**src/cpu_defines.svh**
```systemverilog
`ifndef CPU_DEFINES_SVH
`define CPU_DEFINES_SVH

// Datapath word.
`define DATA_WIDTH 32

// Register index and register file depth.
`define REG_ADDR_WIDTH 5
`define NUM_REGS 32

`endif

```
**src/cpuPkg.sv**
```systemverilog
`include "cpu_defines.svh"

package cpuPkg;

    // R-format view of the instruction word.
    typedef struct packed {
        logic [5:0]                 opcode;
        logic [`REG_ADDR_WIDTH-1:0] rs;
        logic [`REG_ADDR_WIDTH-1:0] rt;
        logic [`REG_ADDR_WIDTH-1:0] rd;
        logic [4:0]                 shamt;
        logic [5:0]                 funct;
    } rFormat;

    // I-format view of the same word.
    typedef struct packed {
        logic [5:0]                 opcode;
        logic [`REG_ADDR_WIDTH-1:0] rs;
        logic [`REG_ADDR_WIDTH-1:0] rt;
        logic [15:0]                imm16;
    } iFormat;

    typedef union packed {
        rFormat rFields;
        iFormat iFields;
    } instrWord;

    typedef enum logic [3:0] {
        aluAdd, aluSub, aluAnd, aluOr, aluXor, aluSlt, aluSll, aluLui
    } aluOpE;

    typedef enum logic [2:0] {
        hiLoNone, hiLoMult, hiLoMadd, hiLoMthi, hiLoMtlo, hiLoMfhi, hiLoMflo
    } hiLoOpE;

    typedef struct packed {
        logic                       regWrite;  // Already qualified by a nonzero dest.
        logic                       aluSrcImm;
        aluOpE                      aluOp;
        hiLoOpE                     hiLoOp;
        logic [`REG_ADDR_WIDTH-1:0] destReg;   // rd or rt, picked in decode.
    } ctrlBundle;

    typedef struct packed {
        logic                   valid;
        ctrlBundle              ctrl;
        logic [`DATA_WIDTH-1:0] readData1;
        logic [`DATA_WIDTH-1:0] readData2;
        logic [`DATA_WIDTH-1:0] extImm;
        logic [4:0]             shamt;
    } idExBundle;

    typedef struct packed {
        logic                       valid;
        logic [`REG_ADDR_WIDTH-1:0] destReg;
        logic [`DATA_WIDTH-1:0]     data;
    } wbBundle;

endpackage

```
**src/regFile.sv**
```systemverilog
`include "cpu_defines.svh"

module regFile (
    input  logic                       Clk,
    input  logic                       rstN,
    input  logic [`REG_ADDR_WIDTH-1:0] readAddr1,
    input  logic [`REG_ADDR_WIDTH-1:0] readAddr2,
    output logic [`DATA_WIDTH-1:0]     readData1,
    output logic [`DATA_WIDTH-1:0]     readData2,
    input  cpuPkg::wbBundle            wb
);
    import cpuPkg::*;

    logic [`DATA_WIDTH-1:0] regs [`NUM_REGS];

    always_ff @(posedge Clk)
    begin
        if (!rstN)
        begin
            for (int i = 0; i < `NUM_REGS; i++)
                regs[i] <= '0;
        end
        else if (wb.valid)
            regs[wb.destReg] <= wb.data;
    end

    // Write-first bypass, $0 reads as zero.
    always_comb
    begin
        readData1 = regs[readAddr1];
        readData2 = regs[readAddr2];
        if (wb.valid && wb.destReg == readAddr1)
            readData1 = wb.data;
        if (wb.valid && wb.destReg == readAddr2)
            readData2 = wb.data;
        if (readAddr1 == '0)
            readData1 = '0;
        if (readAddr2 == '0)
            readData2 = '0;
    end

    // Decode is expected to drop every write to $0.
    noWriteToZero: assert property (@(posedge Clk) disable iff (!rstN)
        wb.valid |-> wb.destReg != '0);

endmodule

```
**config.mk**
```make
export PLATFORM = sky130hd
export DESIGN_NAME = regFile
export DESIGN_NICKNAME = d
export VERILOG_FILES = /design/src/cpuPkg.sv /design/src/regFile.sv
export VERILOG_INCLUDE_DIRS = /design/src /design/src/src
export SDC_FILE = /design/constraint.sdc
export NUM_CORES = 2
export LEC_CHECK = 0
export CAP_MARGIN = 25
export CORE_AREA = 2 2 354 356
export DETAILED_ROUTE_END_ITERATION = 10
export DIE_AREA = 0 0 356 358
export DONT_BUFFER_PORTS = 1
export GPL_ROUTABILITY_DRIVEN = 1
export HOLD_SLACK_MARGIN = 0.12
export PLACE_DENSITY_LB_ADDON = 0.3
export SKIP_LAST_GASP = 1
export SYNTH_ARGS = -nofsm -noshare
export SYNTH_HDL_FRONTEND = slang
export SYNTH_SLANG_ARGS = --single-unit
export TNS_END_PERCENT = 1
```
**constraint.sdc**
```tcl
create_clock -name Clk -period 4.7 [get_ports Clk]
set_clock_uncertainty 0.05 [all_clocks]
set_input_delay 0.705 -clock Clk [delete_from_list [all_inputs] [get_ports Clk]]
set_output_delay 0.705 -clock Clk [all_outputs]
set_load 0.005 [all_outputs]
```
==> metrics.md <==
| Metric | Value |
|---|---|
| Cell Area, Synth | `55220 um^2` |
| Post-Syn Nets | `3888` |
| Drt drc | `0` |
| Die area | `127400 um^2` |
| Initial DRC Count | `4438` |
| H-tree lvl count | `3` |
| Die Height | `358 um` |
| Critical Path Start Type | `primary input` |
| Worst Setup EP | `readData2[14]` |
| Post-synth EDFFs | `1024` |
| Vias | `34960` |
| Setup TNS | `0 ns` |
| Initial Util | `44.78%` |
| DR WL/cell | `34.74 um` |
| Most instantiated cells after synthesis | `and2_1, edfxtp_1, mux4_2` |
| Gpl congestion | `0.9220` |
| Post-synth top area cell | `edfxtp_1` |
| DRT Wirelength | `186.2 mm` |
| DIE WIDTH | `356 um` |
| Total congestion overflow | `0` |
| Syn Inst Count | `3838` |
| Flops & latches, synth | `1024` |
| Adder-cell share of the synthesized area | `0%` |
| Placed cell area | `56830 um^2` |
| Largest cells by area after synthesis | `edfxtp_1, mux4_2, and2_1, mux2i_1, clkbuf_1` |
| Synth Area in XOR/XNOR | `0.1586%` |
| Synth async-reset ratio | `0%` |
| WS Path Type | `primary input to output port` |
| Final hold viol count | `0` |
| Worst setup EP type | `output port` |
| Most common cell in the netlist | `and2_1` |
| Crit-path max FO | `329` |
| Slew @ Worst Pin | `1.192 ns` |
| Rows | `129` |
| Port buffer count | `0` |
| Max-slew violation count | `0` |
| Final ANT Viol Nets | `0` |
| Pin count of the biggest net entering global routing | `330` |
| Core Area | `123300 um^2` |
| Hold bufs inserted after CTS | `5` |
| Clk root buf | `clkbuf_16` |
| Clk sinks | `1024` |
| Max FFs per register | `1024` |
| Initial antenna violation count | `2` |
| Max Cap Viol | `0` |
| Setup bufs post-CTS | `0` |
| GRT Resource Usage Total | `29.04%` |
| Share of cells above drive strength 1 | `19.50%` |
| Synth top area share | `55.68%` |
| Reg clk slew, reported paths | `0.06 ns` |
| Via/cell ratio | `6.522` |
| Router iterations before antenna repair | `6` |
| Main combinational cell family by area after synthesis | `multiplexers` |
| Synth Area in Compound Gates | `6.287%` |
| Final Setup Violations | `0` |
| Multi-input logic area | `23110 um^2` |
| Min-delay src | `wb[18]` |
| Multiplexer share of the synthesized area | `21.41%` |
| Worst slack at placement | `1.039 ns` |
| Worst min path class | `primary input to flip-flop` |
| Area growth, synth to finish | `9.346%` |
| Top_reg_cell synth | `edfxtp_1` |
| Arr. time, crit path | `3.36 ns` |
| Worst slew margin | `20.53%` |
| Fin worst setup slack | `0.5898 ns` |
| Unrepaired setup endpoints after global routing | `false` |
| Nets | `3685` |
| Sequential area share after synthesis | `55.68%` |
| Register Area | `30750 um^2` |
| Critical Path Start | `readAddr2[0]` |
| DP HPWL | `111.4 mm` |
| Total Power | `21460 uW` |
| CTS tree | `done` |
| Fmax | `0.2433 GHz` |
| Power density over the cells | `355.3 nW/um^2` |
| Status | `completed` |
| Fillers | `10430` |
| Post-Synth Simple-Gate Area | `12.91%` |
| Peak VDD IR | `0.3509 mV` |
| Final instance area | `60380 um^2` |
| Largest regs | `regs x1024` |
| Post-CTS sizing | `0` |
| CTS Buf Count | `108` |
| Worst endpoint required time | `3.94 ns` |
| Final worst-path cycle share | `87.45%` |
| Yosys warning total | `0` |
| Most flop-heavy register | `regs` |
| Post-synth cell types | `49` |
| Largest buffer count on any clock path | `3` |
| Mean post-synth cell area | `14.39 um^2` |
| Vias in the first global route | `34480` |
| Fin Hold WS | `0.1485 ns` |
| First-pass GRT wire length | `261.9 mm` |
| P_leak | `0.02068 uW` |
| Final min period | `4.110 ns` |
| Ports | `114` |
[area by class of cell]
cell class	count	area share (%)
Antenna cell	6	0.02486
Clock buffer	138	4.838
Clock inverter	54	0.7791
Inverter	2	0.01243
Multi-Input combinational cell	2391	38.27
Sequential cell	1024	50.92
Tap cell	1637	3.392
Timing Repair Buffer	108	1.759
[stage by stage]
| stage | utilization (%) | cells |
|---|---|---|
| 5_1_grt | 48.96 | 5356 |
| 6_report | 48.97 | 5360 |
| 2_1_floorplan | - | 3838 |
| 4_1_cts | 48.88 | 5349 |
| 3_5_place_dp | 46.09 | 5152 |
| 3_3_place_gp | 45.95 | 5144 |
[report_power, final]
part           switching [uW]  internal, uW
registers                 244         10500
logic                    1230           979
clock network            3630          4840
total                    5100         16400
[how the worst min path moves through the flow]
stage	to	cells past startpoint
after detailed placement	regs[6][28]	1
final	regs[28][18]	1
after global placement	regs[5][26]	1
after floorplan	regs[0][31]	1
after CTS	regs[25][28]	1
after global routing	regs[20][22]	1
[critical path, cell delays in order]
cell     delay [ns]
or4_4          1.02
o211a_1        0.48
a221o_1        0.60
[layout by cell type, fill, tap and decap left out, drive strengths merged, types with 6 or more instances in the layout]
| cell type | synthesis | final |
|---|---|---|
| a211oi | 32 | 32 |
| a21oi | 65 | 65 |
| a221o | 12 | 12 |
| a221oi | 25 | 25 |
| a22oi | 111 | 111 |
| a31oi | 10 | 10 |
| a32o | 32 | 32 |
| a32oi | 10 | 10 |
| and2 | 1028 | 1028 |
| buf | 129 | 103 |
| bufinv | 0 | 9 |
| clkbuf | 292 | 138 |
| clkinv | 2 | 45 |
| diode | 0 | 6 |
| edfxtp | 1024 | 1024 |
| mux2 | 6 | 6 |
| mux2i | 326 | 326 |
| mux4 | 377 | 377 |
| nand2 | 66 | 66 |
| nand3 | 12 | 12 |
| nor2 | 50 | 50 |
| o2111ai | 6 | 6 |
| o21ai | 92 | 92 |
| o221a | 14 | 14 |
| o221ai | 38 | 38 |
| o22ai | 35 | 35 |
| xnor2 | 10 | 10 |
[cell families (layout without fill, tap and decap cells)]
kind of cell    Yosys count  after routing
compound gates          487            487
buf+inv                 423            302
flops                  1024           1024
simple gates           1185           1185
other cells               0              6
xor+xnor                 10             10
mux                     709            709
[metal layers]
metal	vias up	global-route usage (%)	wire length, um
met5	-	0	0
met4	0	12.23	8979
met3	383	7.695	20090
met2	1971	45.66	85700
met1	18240	38.25	71450
li1	14370	-	-
Note: power is estimated with default switching activity, not from simulation.
