===== src/cpu_defines.svh =====
`ifndef CPU_DEFINES_SVH
`define CPU_DEFINES_SVH

// Datapath word.
`define DATA_WIDTH 32

// Register index and register file depth.
`define REG_ADDR_WIDTH 5
`define NUM_REGS 32

`endif


===== src/cpuPkg.sv =====
`include "cpu_defines.svh"

package cpuPkg;

    // R-format view of the instruction word.
    typedef struct packed {
        logic [5:0]                 opcode;
        logic [`REG_ADDR_WIDTH-1:0] rs;
        logic [`REG_ADDR_WIDTH-1:0] rt;
        logic [`REG_ADDR_WIDTH-1:0] rd;
        logic [4:0]                 shamt;
        logic [5:0]                 funct;
    } rFormat;

    // I-format view of the same word.
    typedef struct packed {
        logic [5:0]                 opcode;
        logic [`REG_ADDR_WIDTH-1:0] rs;
        logic [`REG_ADDR_WIDTH-1:0] rt;
        logic [15:0]                imm16;
    } iFormat;

    typedef union packed {
        rFormat rFields;
        iFormat iFields;
    } instrWord;

    typedef enum logic [3:0] {
        aluAdd, aluSub, aluAnd, aluOr, aluXor, aluSlt, aluSll, aluLui
    } aluOpE;

    typedef enum logic [2:0] {
        hiLoNone, hiLoMult, hiLoMadd, hiLoMthi, hiLoMtlo, hiLoMfhi, hiLoMflo
    } hiLoOpE;

    typedef struct packed {
        logic                       regWrite;  // Already qualified by a nonzero dest.
        logic                       aluSrcImm;
        aluOpE                      aluOp;
        hiLoOpE                     hiLoOp;
        logic [`REG_ADDR_WIDTH-1:0] destReg;   // rd or rt, picked in decode.
    } ctrlBundle;

    typedef struct packed {
        logic                   valid;
        ctrlBundle              ctrl;
        logic [`DATA_WIDTH-1:0] readData1;
        logic [`DATA_WIDTH-1:0] readData2;
        logic [`DATA_WIDTH-1:0] extImm;
        logic [4:0]             shamt;
    } idExBundle;

    typedef struct packed {
        logic                       valid;
        logic [`REG_ADDR_WIDTH-1:0] destReg;
        logic [`DATA_WIDTH-1:0]     data;
    } wbBundle;

endpackage


===== src/executeStage.sv =====
`include "cpu_defines.svh"

module executeStage (
    input  logic              Clk,
    input  logic              rstN,
    input  cpuPkg::idExBundle decoded,
    output cpuPkg::wbBundle   wb
);
    import cpuPkg::*;

    logic [`DATA_WIDTH-1:0]   opA;
    logic [`DATA_WIDTH-1:0]   opB;
    logic [`DATA_WIDTH-1:0]   aluResult;
    logic [`DATA_WIDTH-1:0]   result;
    logic [`DATA_WIDTH-1:0]   hi;
    logic [`DATA_WIDTH-1:0]   lo;
    logic [2*`DATA_WIDTH-1:0] product;
    logic [2*`DATA_WIDTH-1:0] accum;

    assign opA = decoded.readData1;
    assign opB = decoded.ctrl.aluSrcImm ? decoded.extImm : decoded.readData2;

    always_comb
    begin
        case (decoded.ctrl.aluOp)
            aluAdd:  aluResult = opA + opB;
            aluSub:  aluResult = opA - opB;
            aluAnd:  aluResult = opA & opB;
            aluOr:   aluResult = opA | opB;
            aluXor:  aluResult = opA ^ opB;
            aluSlt:  aluResult = {{(`DATA_WIDTH-1){1'b0}}, $signed(opA) < $signed(opB)};
            aluSll:  aluResult = opB << decoded.shamt;
            aluLui:  aluResult = {opB[15:0], 16'h0000};
            default: aluResult = opA + opB;
        endcase
    end

    // Signed 64-bit product, both operands widened first.
    assign product = $signed({{`DATA_WIDTH{opA[`DATA_WIDTH-1]}}, opA})
                   * $signed({{`DATA_WIDTH{decoded.readData2[`DATA_WIDTH-1]}},
                               decoded.readData2});
    assign accum   = {hi, lo} + product;

    always_comb
    begin
        case (decoded.ctrl.hiLoOp)
            hiLoMfhi: result = hi;
            hiLoMflo: result = lo;
            default:  result = aluResult;
        endcase
    end

    // Hi/Lo update at the end of execute.
    always_ff @(posedge Clk)
    begin
        if (!rstN)
        begin
            hi <= '0;
            lo <= '0;
        end
        else if (decoded.valid)
        begin
            case (decoded.ctrl.hiLoOp)
                hiLoMult: {hi, lo} <= product;
                hiLoMadd: {hi, lo} <= accum;
                hiLoMthi: hi <= opA;
                hiLoMtlo: lo <= opA;
                default:  ;
            endcase
        end
    end

    always_ff @(posedge Clk)
    begin
        if (!rstN)
        begin
            wb.valid   <= 1'b0;
            wb.destReg <= '0;
        end
        else
        begin
            wb.valid   <= decoded.valid && decoded.ctrl.regWrite;
            wb.destReg <= decoded.ctrl.destReg;
            wb.data    <= result;  // No reset on data.
        end
    end

    wbDestNonZero: assert property (@(posedge Clk) disable iff (!rstN)
        wb.valid |-> wb.destReg != '0);

    // Operands reach here from the register file one cycle earlier.
    wbDataKnown: assert property (@(posedge Clk) disable iff (!rstN)
        wb.valid |-> !$isunknown(wb.data));

endmodule


===== config.mk =====
export PLATFORM = sky130hd
export DESIGN_NAME = executeStage
export DESIGN_NICKNAME = d
export VERILOG_FILES = /design/src/cpuPkg.sv /design/src/executeStage.sv
export VERILOG_INCLUDE_DIRS = /design/src /design/src/src
export SDC_FILE = /design/constraint.sdc
export NUM_CORES = 2
export LEC_CHECK = 0
export BUFFER_PORTS_ARGS = -buffer_cell sky130_fd_sc_hd__buf_4
export CORE_UTILIZATION = 45
export CTS_CLUSTER_DIAMETER = 120
export CTS_CLUSTER_SIZE = 40
export DETAILED_ROUTE_END_ITERATION = 8
export HOLD_SLACK_MARGIN = 0.06
export PLACE_DENSITY = 0.71
export SYNTH_ARGS = -nofsm -noshare
export SYNTH_HDL_FRONTEND = slang
export SYNTH_SLANG_ARGS = --single-unit

===== constraint.sdc =====
create_clock -name Clk -period 19.1 [get_ports Clk]
set_clock_uncertainty 0.15 [all_clocks]
set_input_delay 0.955 -clock Clk [delete_from_list [all_inputs] [get_ports Clk]]
set_output_delay 0.955 -clock Clk [all_outputs]
set_load 0.02 [all_outputs]

==> results.yml <==
outcome:
  status: "complete, no violations"
yosys:
  synth_cell_types: 98
  synth_commonest_cells: "1085 x fa_1, 1068 x inv_1, 738 x nand2_1"
  synth_top_area_frac: 0.421
  ys_ff_latch: 102
  synth_nets: 7483
  ys_warn_count: 0
  yosys.area.top_type: "fa_1"
  synthArstFlopShare: 0
  syn_area_um2: 51600
  synth_edf_count: 32
  yosysMostFrequentCell: "fa_1"
  synthTopCellsByArea: "fa_1 42%, ha_1 8.4%, inv_1 7.8%"
  ys_seq_area_frac: 0.0458
  ys_dominant_reg_cell: "dfxtp_1"
  syn_inst: 5935
  avgSynthCellArea_um2: 8.69
route:
  num_vias: 42700
  drtIter0Drc: 4424
  final_antenna_net_count: 0
  firstDrtPassIters: 6
  vias_per_cell: 5.86
  drc: 0
  wl_um: 172000
  routedWlPerCell_um: 23.6
floorplan:
  die_area_um2: 116000
  core_area_um2: 113000
  rows: 123
  die_y_um: 341
  pin_count: 156
  start_util: 0.456
  die_width_um: 341
min_path:
  whs_endpoint: "hi[15]"
  hp-start: "hi[15]"
  hp-class: "flop to flop"
  worstHoldPathCells: 2
placed_design:
  gp_routability_congestion: 1.02
  hpwl_um: 134000
  place_inst: 7250
  dp_slack_ns: 7.13
  io_buffers: 155
global_route:
  antenna_found_initial: 18
  grt_pass1_wl_um: 265000
  track_usage: 0.299
  grt_pass1_vias: 44600
  overflow: 0
  grt_max_degree: 58
timing:
  fin_ws_ns: 7.41
  rsz0062_at_grt: "false"
  fin_crit_sh: 0.612
  worstMarginPinSlew_ns: 1.06
  drv_slew: 0
  slew_headroom: 0.289
  fin_setup_tns_ns: 0
  fmax_mhz: 85.6
  finalSetupViolations: 0
  min_period_ns: 11.69
  holdWs_ns: 0.380
  hold_violations: 0
worst_setup_path:
  slowest_stage: "fa_1"
  cp_data_arrival_time_ns: 11.80
  critPathLaunchType: "primary input"
  r2r_end: "hi[24]"
  cp-end-kind: "flop"
  r2r-start: "lo[0]"
  r2r_slack_ns: 14.22
  slowest_delay_ns: 1.06
  required_ns: 19.22
  crit_fanout: 36
  r2r_cells: 14
  crit_top_cell: "fa_1"
  criticalPathCategory: "primary input to flop"
clock_network:
  clock_sinks: 102
  path_clk_slew_ns: 0.08
  cts_tree: "yes"
  htreeDepth: 3
  post_cts_resized: 0
  clk_path_buf_depth: 2
  clockRootBuffer: "clkbuf_16"
  holdBufCountCts: 0
  post_cts_buffers: 0
  clk_latency_ns: 0.38
  numCtsBuffers: 9
final_layout:
  drive_gt1_frac: 0.0515
  fillerInstances: 10800
  regArea_um2: 2360
  nets: 7309
  instances_no_fill: 7275
  multiInputGateArea_um2: 43800
  area_growth_pct: 4.24
job:
  cap_violations: 0
[how the worst max path moves through the flow]
stage | from | to | slack, ns | cells after the start
2_1_floorplan | decoded[100] | hi[31] | 8.70 | 36
3_3_place_gp | decoded[100] | hi[30] | 7.03 | 35
3_5_place_dp | decoded[100] | hi[30] | 7.13 | 35
4_1_cts | decoded[100] | hi[30] | 7.49 | 35
5_1_grt | decoded[100] | hi[30] | 6.84 | 35
6_report | decoded[100] | hi[30] | 7.41 | 35
[placed cells by master, fill, tap and decap left out, drive strengths merged, types with 11 or more instances in the layout]
master,count
a211oi,33
a21boi,14
a21o,89
a21oi,268
a221o,16
a221oi,64
a22oi,37
a31oi,25
and2,504
and3,27
buf,180
clkbuf,11
dfxtp,70
edfxtp,32
fa,1085
ha,345
inv,1070
mux2,30
mux2i,89
nand2,738
nand2b,29
nand3,41
nand4,24
nor2,155
nor2b,24
nor3,57
o211ai,49
o21a,21
o21ai,234
o21bai,46
o22ai,13
o31ai,17
or2,14
xnor2,128
xor2,45
[stage by stage]
step / area [um^2] / utilization
2_1_floorplan: 51600 / -
3_3_place_gp: 53400 / 0.473
3_5_place_dp: 53400 / 0.473
4_1_cts: 53700 / 0.475
5_1_grt: 53800 / 0.475
6_report: 53800 / 0.475
[state kept, by name, indices dropped and copies added (netlist names)]
name	cells
lo	32
wb	38
hi	32
[layout make-up]
cell class | count | area share
clock buffers | 11 | 0.00451
clock inverters | 5 | 0.00105
well taps | 1500 | 0.0349
flip-flops and latches | 102 | 0.0439
diodes | 9 | 0.000419
repair buffers | 180 | 0.0251
multi-input cells | 4399 | 0.815
inverters | 1069 | 0.0747
[cell families (layout without fill, tap and decap cells)]
logic type / Yosys count / count (layout) / synth area share
AO/OA/AOI/OAI: 1015 / 1015 / 0.131
XOR/XNOR: 173 / 173 / 0.0294
adder cells (fa/ha/maj): 1430 / 1430 / 0.505
buffers and inverters: 1434 / 1265 / 0.105
flip-flops: 102 / 102 / 0.0458
multiplexers: 128 / 128 / 0.0277
other: 0 / 9 / 0
AND/OR/NAND/NOR: 1653 / 1653 / 0.156
[metal layers]
metal,vias to the layer above,global-route usage,part of all wire
met5,-,0,0.00098
met2,2165,0.481,0.46
met1,21700,0.392,0.39
met3,416,0.0619,0.10
met4,10,0.123,0.049
li1,18300,-,-
[worst max-delay path, delay by kind of cell]
family | cells | cell delay [ns]
AO/OA/AOI/OAI | 11 | 1.90
XOR/XNOR | 2 | 0.58
adder cells (fa/ha/maj) | 10 | 5.71
buffers and inverters | 7 | 1.22
AND/OR/NAND/NOR | 5 | 1.36
Power is left out: the tool's default activity adds up to more than one toggle a clock period on the data nets, which glitch-free logic cannot reach.
