### config.mk
export PLATFORM = sky130hd
export DESIGN_NAME = decodeStage
export DESIGN_NICKNAME = d
export VERILOG_FILES = /design/src/cpuPkg.sv /design/src/decodeStage.sv
export VERILOG_INCLUDE_DIRS = /design/src /design/src/src
export SDC_FILE = /design/constraint.sdc
export NUM_CORES = 1
export LEC_CHECK = 0
export BUFFER_PORTS_ARGS = -buffer_cell sky130_fd_sc_hd__buf_2
export CAP_MARGIN = 20
export CORE_AREA = 2 2 87 89
export DETAILED_ROUTE_END_ITERATION = 8
export DIE_AREA = 0 0 89 91
export PLACE_DENSITY = 0.67
export SYNTH_ARGS = -nofsm -noshare
export SYNTH_HDL_FRONTEND = slang
export SYNTH_SLANG_ARGS = --single-unit
### constraint.sdc
create_clock -name vclk -period 1.3
set_input_delay 0 -clock vclk [all_inputs]
set_output_delay 0 -clock vclk [all_outputs]
set_load 0.1 [all_outputs]
### src/cpu_defines.svh
`ifndef CPU_DEFINES_SVH
`define CPU_DEFINES_SVH

// Datapath word.
`define DATA_WIDTH 32

// Register index and register file depth.
`define REG_ADDR_WIDTH 5
`define NUM_REGS 32

`endif

### src/cpuPkg.sv
`include "cpu_defines.svh"

package cpuPkg;

    // R-format view of the instruction word.
    typedef struct packed {
        logic [5:0]                 opcode;
        logic [`REG_ADDR_WIDTH-1:0] rs;
        logic [`REG_ADDR_WIDTH-1:0] rt;
        logic [`REG_ADDR_WIDTH-1:0] rd;
        logic [4:0]                 shamt;
        logic [5:0]                 funct;
    } rFormat;

    // I-format view of the same word.
    typedef struct packed {
        logic [5:0]                 opcode;
        logic [`REG_ADDR_WIDTH-1:0] rs;
        logic [`REG_ADDR_WIDTH-1:0] rt;
        logic [15:0]                imm16;
    } iFormat;

    typedef union packed {
        rFormat rFields;
        iFormat iFields;
    } instrWord;

    typedef enum logic [3:0] {
        aluAdd, aluSub, aluAnd, aluOr, aluXor, aluSlt, aluSll, aluLui
    } aluOpE;

    typedef enum logic [2:0] {
        hiLoNone, hiLoMult, hiLoMadd, hiLoMthi, hiLoMtlo, hiLoMfhi, hiLoMflo
    } hiLoOpE;

    typedef struct packed {
        logic                       regWrite;  // Already qualified by a nonzero dest.
        logic                       aluSrcImm;
        aluOpE                      aluOp;
        hiLoOpE                     hiLoOp;
        logic [`REG_ADDR_WIDTH-1:0] destReg;   // rd or rt, picked in decode.
    } ctrlBundle;

    typedef struct packed {
        logic                   valid;
        ctrlBundle              ctrl;
        logic [`DATA_WIDTH-1:0] readData1;
        logic [`DATA_WIDTH-1:0] readData2;
        logic [`DATA_WIDTH-1:0] extImm;
        logic [4:0]             shamt;
    } idExBundle;

    typedef struct packed {
        logic                       valid;
        logic [`REG_ADDR_WIDTH-1:0] destReg;
        logic [`DATA_WIDTH-1:0]     data;
    } wbBundle;

endpackage

### src/decodeStage.sv
`include "cpu_defines.svh"

module decodeStage (
    input  logic                       instrValid,
    input  cpuPkg::instrWord           instr,
    output logic [`REG_ADDR_WIDTH-1:0] readAddr1,
    output logic [`REG_ADDR_WIDTH-1:0] readAddr2,
    input  logic [`DATA_WIDTH-1:0]     readData1,
    input  logic [`DATA_WIDTH-1:0]     readData2,
    output cpuPkg::idExBundle          decoded
);
    import cpuPkg::*;

    localparam logic [5:0] opSpecial  = 6'h00;
    localparam logic [5:0] opSpecial2 = 6'h1C;
    localparam logic [5:0] opAddi     = 6'h08;
    localparam logic [5:0] opAndi     = 6'h0C;
    localparam logic [5:0] opOri      = 6'h0D;
    localparam logic [5:0] opLui      = 6'h0F;

    localparam logic [5:0] fnSll  = 6'h00;
    localparam logic [5:0] fnMfhi = 6'h10;
    localparam logic [5:0] fnMthi = 6'h11;
    localparam logic [5:0] fnMflo = 6'h12;
    localparam logic [5:0] fnMtlo = 6'h13;
    localparam logic [5:0] fnMult = 6'h18;
    localparam logic [5:0] fnAdd  = 6'h20;
    localparam logic [5:0] fnSub  = 6'h22;
    localparam logic [5:0] fnAnd  = 6'h24;
    localparam logic [5:0] fnOr   = 6'h25;
    localparam logic [5:0] fnXor  = 6'h26;
    localparam logic [5:0] fnSlt  = 6'h2A;
    localparam logic [5:0] fnMadd = 6'h00;  // Under SPECIAL2.

    ctrlBundle              ctrl;
    logic                   writesReg;
    logic [`DATA_WIDTH-1:0] extImm;

    // rs and rt sit at the same place in both views.
    assign readAddr1 = instr.rFields.rs;
    assign readAddr2 = instr.rFields.rt;

    always_comb
    begin
        ctrl           = '0;
        ctrl.aluOp     = aluAdd;
        ctrl.hiLoOp    = hiLoNone;
        ctrl.destReg   = instr.rFields.rd;
        writesReg      = 1'b0;
        extImm         = {{16{instr.iFields.imm16[15]}}, instr.iFields.imm16};

        case (instr.rFields.opcode)
            opSpecial:
            begin
                writesReg = 1'b1;
                case (instr.rFields.funct)
                    fnAdd:  ctrl.aluOp = aluAdd;
                    fnSub:  ctrl.aluOp = aluSub;
                    fnAnd:  ctrl.aluOp = aluAnd;
                    fnOr:   ctrl.aluOp = aluOr;
                    fnXor:  ctrl.aluOp = aluXor;
                    fnSlt:  ctrl.aluOp = aluSlt;
                    fnSll:  ctrl.aluOp = aluSll;
                    fnMfhi: ctrl.hiLoOp = hiLoMfhi;
                    fnMflo: ctrl.hiLoOp = hiLoMflo;
                    fnMult:
                    begin
                        ctrl.hiLoOp = hiLoMult;
                        writesReg   = 1'b0;
                    end
                    fnMthi:
                    begin
                        ctrl.hiLoOp = hiLoMthi;
                        writesReg   = 1'b0;
                    end
                    fnMtlo:
                    begin
                        ctrl.hiLoOp = hiLoMtlo;
                        writesReg   = 1'b0;
                    end
                    default: writesReg = 1'b0;  // Unknown funct is a no-op.
                endcase
            end
            opSpecial2:
                if (instr.rFields.funct == fnMadd)
                    ctrl.hiLoOp = hiLoMadd;
            opAddi, opAndi, opOri, opLui:
            begin
                // I view from here on.
                writesReg      = 1'b1;
                ctrl.aluSrcImm = 1'b1;
                ctrl.destReg   = instr.iFields.rt;
                if (instr.iFields.opcode != opAddi)
                    extImm = {16'h0000, instr.iFields.imm16};
                case (instr.iFields.opcode)
                    opAndi:  ctrl.aluOp = aluAnd;
                    opOri:   ctrl.aluOp = aluOr;
                    opLui:   ctrl.aluOp = aluLui;
                    default: ctrl.aluOp = aluAdd;
                endcase
            end
            default: ;
        endcase

        ctrl.regWrite = instrValid && writesReg && ctrl.destReg != '0;
    end

    assign decoded.valid     = instrValid;
    assign decoded.ctrl      = ctrl;
    assign decoded.readData1 = readData1;
    assign decoded.readData2 = readData2;
    assign decoded.extImm    = extImm;
    assign decoded.shamt     = instr.rFields.shamt;

endmodule

==> impl_metrics.ini, run 1 <==
[run_status]
outcome = finished, final reports clean

[final_layout]
fillCellCount = 785
diodes = 0
area_growth_pct = 17.00
clockBufferCount = 0
regArea_um2 = 0
final_core_util_pct = 20.76
drive_above_1_share_pct = 72.93
nets = 232
nFlopsAndLatches = 0

[floorplanning]
start_util_pct = 17.74
rows = 31
ios = 223
die_area_um2 = 8099
core_region_area_um2 = 7137
die_h_um = 91
dieWidth_um = 89

[worst_setup_path]
end_kind = primary output
crit_path_max_fanout = 3
setup.worst_path.start = instr[13]
cp.required_ps = 1300
critPathLaunchType = primary input
crit_family = simple AND/OR/NAND/NOR gates
slowest_delay_ps = 530
crit_path_top_delay_cell = or4_1
crit_type = in -> out
worstPathArrival_ps = 1240
path_buf_inv = 2
crit_chain = buf_2 -> or4_1 -> o2111ai_1 -> a31o_1 -> a21boi_4 -> buf_12

[worst_hold_path]
min_from = readData2[18]
hold_path.class = in -> out
hold_depth = 0
holdPathEnd = decoded[55]

[sta]
rsz0062_at_grt = no
timing.fmax_mhz = 807.8
timing.hold.ws_ps = 0.03856
layout_min_cycle_time_ps = 1238
period_share_pct = 95.23
setup_viol = 0
finalMaxSlewViolations = 0
setup_ws_ps = 62.01
final-hold-violation-count = 0

[power_and_ir_drop]
pwr-share-seq_pct = 0
combPwrFrac_pct = 100.0
cellPowerDensity_nw_per_um2 = 652.6
pwr-share-clk_pct = 0
p_switching_uw = 698.2
irDropWorstVdd_v = 0.0001761
power.share.switching_pct = 72.22
internal_power_uw = 268.6
power_leakage_nw = 0.6222

[global_routing]
grt_pass1_vias = 853
grt_pass1_wl_um = 4961
grt_max_degree = 17
grt_use_total_pct = 7.631
gr-total-overflow = 0
antenna_found_initial = 0

[logic_synthesis]
syn_nets = 269
ys_types = 38
netlist_area_um2 = 1266
yosysSeqAreaShare_pct = 0
syn_inst = 172
avgSynthCellArea_um2 = 7.362
yosysWarnings = 0

[drt]
drc = 0
wl_per_cell_um = 14.77
vias = 853
detailedRoute.firstIterationViolations = 7
finalWirelength_um = 3427
dr.pass1.iters = 2
drtAntennaViolNets = 0
routed_via_density = 3.677

[place]
place_worst_setup_slack_ps = 0.3941
hpwl_um = 3076
numPortBuffers = 69
gp_congestion = 0.8045

[clocking]
cts_setup_buffers = 0

[flow_run]
maxCapViolations = 0
## cell usage after synthesis, types with 2 or more instances
| library cell | n | area share [%] |
|---|---|---|
| a211o_1 | 2 | 1.4 |
| nor2_1 | 7 | 2.1 |
| nor3_1 | 2 | 0.79 |
| o211a_1 | 2 | 1.6 |
| buf_2 | 4 | 1.6 |
| o21ai_1 | 2 | 0.79 |
| nand4_1 | 3 | 1.5 |
| nand2_1 | 4 | 1.2 |
| buf_4 | 112 | 66 |
| mux2_1 | 5 | 4.4 |
| or4_1 | 2 | 1.2 |
## how the worst max path moves through the flow
| stage | to | slack (ps) | cells past startpoint |
|---|---|---|---|
| floorplan | decoded[22] | -490 | 4 |
| global placement | decoded[114] | 40 | 6 |
| detailed placement | decoded[114] | 0.4 | 6 |
| CTS | decoded[114] | 50 | 6 |
| global route | decoded[107] | 10 | 6 |
| finish | decoded[114] | 60 | 6 |
## cell usage in the layout (no fill, tap or decap), types with 2 or more instances in the layout
cell type	Yosys	routed
buf_2	4	40
buf_12	0	30
buf_4	112	9
nor2_1	7	7
mux2_2	0	5
nand2_1	4	4
nand4_1	3	3
a211o_1	2	2
o211a_4	0	2
or4_1	2	2
a21boi_4	0	2
## cells by family after synthesis
| logic type | after synthesis | synth area share [%] |
|---|---|---|
| other | 1 | 0.2962 |
| muxes | 5 | 4.446 |
| xor gates and xnor gates | 1 | 0.6918 |
| AOI/OAI and AO/OA | 18 | 11.86 |
| and+or+nand+nor | 28 | 13.24 |
| buffers and inverters | 119 | 69.47 |
## routing by layer
metal | GRT usage, % | routed length [um] | vias up
li1 | - | - | 380
met1 | 6.590 | 927 | 371
met2 | 13.31 | 1692 | 79
met3 | 4.091 | 573 | 23
met4 | 4.851 | 233 | 0
met5 | 0 | 0 | -
## through the flow
stage / total power, mW / instances / cell area, um2 / setup TNS [ps]
finish: 0.9667 / 232 / 1481 / 0
global route: 0.9944 / 232 / 1481 / 0
CTS: 0.9687 / 232 / 1474 / 0
detailed placement: 0.9672 / 232 / 1474 / 0
global placement: 0.9622 / 232 / 1474 / 0
floorplan: 1.937 / 172 / 1496 / -6459
## timing repair
item	CTS	global route
hold buffers	0	0
resized for setup	1	1
pin swaps	0	0
setup endpoints to repair	1	3
## area by class of cell
cell class,count,area [um2],area share [%]
repair buffers,79,868.3,58.61
well taps,99,123.9,8.362
inverters,1,11.26,0.7601
multi-input cells,53,478.0,32.26
## power groups by stage
stage | logic (mW) | registers (mW) | clock network (mW)
4_1_cts | 0.969 | 0 | 0
5_1_grt | 0.994 | 0 | 0
3_3_place_gp | 0.962 | 0 | 0
6_report | 0.967 | 0 | 0
3_5_place_dp | 0.967 | 0 | 0
2_1_floorplan | 1.94 | 0 | 0
Power figures use the tool's default switching activity.
==> run 2, diff against run 1 <==
- ABC_AREA: unset -> 1
- CORE_AREA: 2 2 87 89 -> 2 2 85 87
- DIE_AREA: 0 0 89 91 -> 0 0 87 89
- PLACE_DENSITY: 0.67 -> 0.7
==> run 2 against run 1 <==
  * Wire length increased by 4.3%
  * Power increased by 1.4%
  * Cell count increased by 6.5%
  * Count of clock-buffer cells in the layout unchanged
  * First-iteration DRC count increased by 86%
  * Combinational power increased by 1%
  * Critical path type unchanged
  * Highest routed layer unchanged
==> impl_metrics.ini, run 2 <==
[place]
place_worst_setup_slack_ps = 16.91
hpwl_um = 3191
numPortBuffers = 69
gp_congestion = 0.8897

[worst_setup_path]
critPathLaunchType = primary input
slowest_delay_ps = 220
worstPathArrival_ps = 1200
crit_chain = buf_2 -> nor2_4 -> nand3_4 -> nand2_8 -> nand2_1 -> nand2_1 -> nand3_1 -> nor2_2 -> nor2_4 -> buf_12
crit_type = in -> out
cp.required_ps = 1300
crit_path_top_delay_cell = nor2_4
crit_path_max_fanout = 9
end_kind = primary output

[drt]
drtAntennaViolNets = 0
vias = 974
dr.pass1.iters = 4
detailedRoute.firstIterationViolations = 13
routed_via_density = 3.943
wl_per_cell_um = 14.47
finalWirelength_um = 3575
drc = 0

[final_layout]
drive_above_1_share_pct = 56.29
regArea_um2 = 0
layout_commonest_cell = buf_2
clockBufferCount = 0
diodes = 0
mostFrequentLayoutCells = buf_2, buf_12, inv_1, nand2_1, nor2_1
final_core_util_pct = 22.27
nets = 266
nFlopsAndLatches = 0
area_growth_pct = 15.22

[power_and_ir_drop]
pwr-share-seq_pct = 0
total_power_uw = 980.2
pwr-share-clk_pct = 0
p_switching_uw = 718.5
power_leakage_nw = 0.7592
power.share.switching_pct = 73.30
combPwrFrac_pct = 100.0
cellPowerDensity_nw_per_um2 = 655.0
internal_power_uw = 261.7
irDropWorstVdd_v = 0.0001667

[global_routing]
gr-total-overflow = 0
antenna_found_initial = 0
grt_max_degree = 17
grt_pass1_wl_um = 5099
grt_pass1_vias = 903
grt_use_total_pct = 8.391

[logic_synthesis]
syn_inst = 204
synth_common_cells = buf_4, inv_1, nand2_1, nor2_1, nand3_1
netlist_area_um2 = 1299
synthTopCellsByArea = buf_4, inv_1, nand2_1, nor2_1, nand3_1
avgSynthCellArea_um2 = 6.366
syn_nets = 301
yosysTopAreaCell = buf_4
yosysWarnings = 0
synth_top_area_share_pct = 64.74
ys_types = 21
yosysSeqAreaShare_pct = 0
yosysMostFrequentCell = buf_4

[sta]
rsz0062_at_grt = no
setup_ws_ps = 100.2
tns_ps = 0
period_share_pct = 92.29
timing.hold.ws_ps = 0.03601
finalMaxSlewViolations = 0
final-hold-violation-count = 0
layout_min_cycle_time_ps = 1200
setup_viol = 0
timing.fmax_mhz = 833.5

[floorplanning]
core_region_area_um2 = 6719
start_util_pct = 19.33
dieWidth_um = 87
ios = 223
rows = 30
die_area_um2 = 7743
die_h_um = 89

[flow_run]
maxCapViolations = 0

[run_status]
outcome = finished, final reports clean

[worst_hold_path]
hold_path.class = in -> out

[clocking]
cts_setup_buffers = 0
ctsHoldBuffers = 0
==> run 2: cell types whose count changed after synthesis, moves of 4 or more <==
cell / previous run / this run
inv_1: 1 / 25
mux2_1: 5 / 0
nand2_1: 4 / 22
buf_2: 4 / 0
nand3_1: 1 / 8
nor2_1: 7 / 15
==> run 2: area by class of cell <==
type                       count  area (um2)
inverter                      26       105.1
tap                           80       100.1
timing repair buffer          75       840.8
multi-input combinational     66       450.4
fill                         730        5223
==> run 2: power groups by stage <==
stage | logic (mW) | registers [mW] | clock network, mW
6_report | 0.980 | 0 | 0
3_5_place_dp | 0.980 | 0 | 0
2_1_floorplan | 1.93 | 0 | 0
3_3_place_gp | 0.974 | 0 | 0
4_1_cts | 0.981 | 0 | 0
5_1_grt | 1.01 | 0 | 0
==> run 2: metal layers <==
metal | vias up | routed length, um | GRT usage [%]
met2 | 89 | 1809 | 15.75
met4 | 0 | 255 | 5.256
li1 | 436 | - | -
met3 | 34 | 513 | 3.324
met5 | - | 0 | 0
met1 | 415 | 996 | 7.503
==> run 2: final timing paths <==
kind | from | end | slack (ps) | depth (start not counted)
setup / recovery | instr[30] | decoded[114] | 100 | 10
hold / removal | instr[25] | readAddr1[4] | 0.04 | 0
==> run 2: worst max-delay path: cells and delay by family <==
kind          cells  cell delay [ps]
buf+inv           2              290
simple gates      8              910
==> run 2: timing repair <==
action	CTS	global route
hold endpoints to repair	0	0
endpoints found under the setup margin	0	4
resized for setup	0	6
==> run 2: cell families after synthesis <==
family / count (synthesis) / synth area share (%)
other: 1 / 0.2887
and+or+nand+nor: 55 / 21.39
buffers and inverters: 138 / 72.25
AOI/OAI and AO/OA: 10 / 6.070
==> run 2: metrics by stage <==
step | area, um2 | instances
finish | 1496 | 247
global route | 1496 | 247
CTS | 1479 | 247
detailed placement | 1479 | 247
global placement | 1479 | 247
floorplan | 1494 | 204
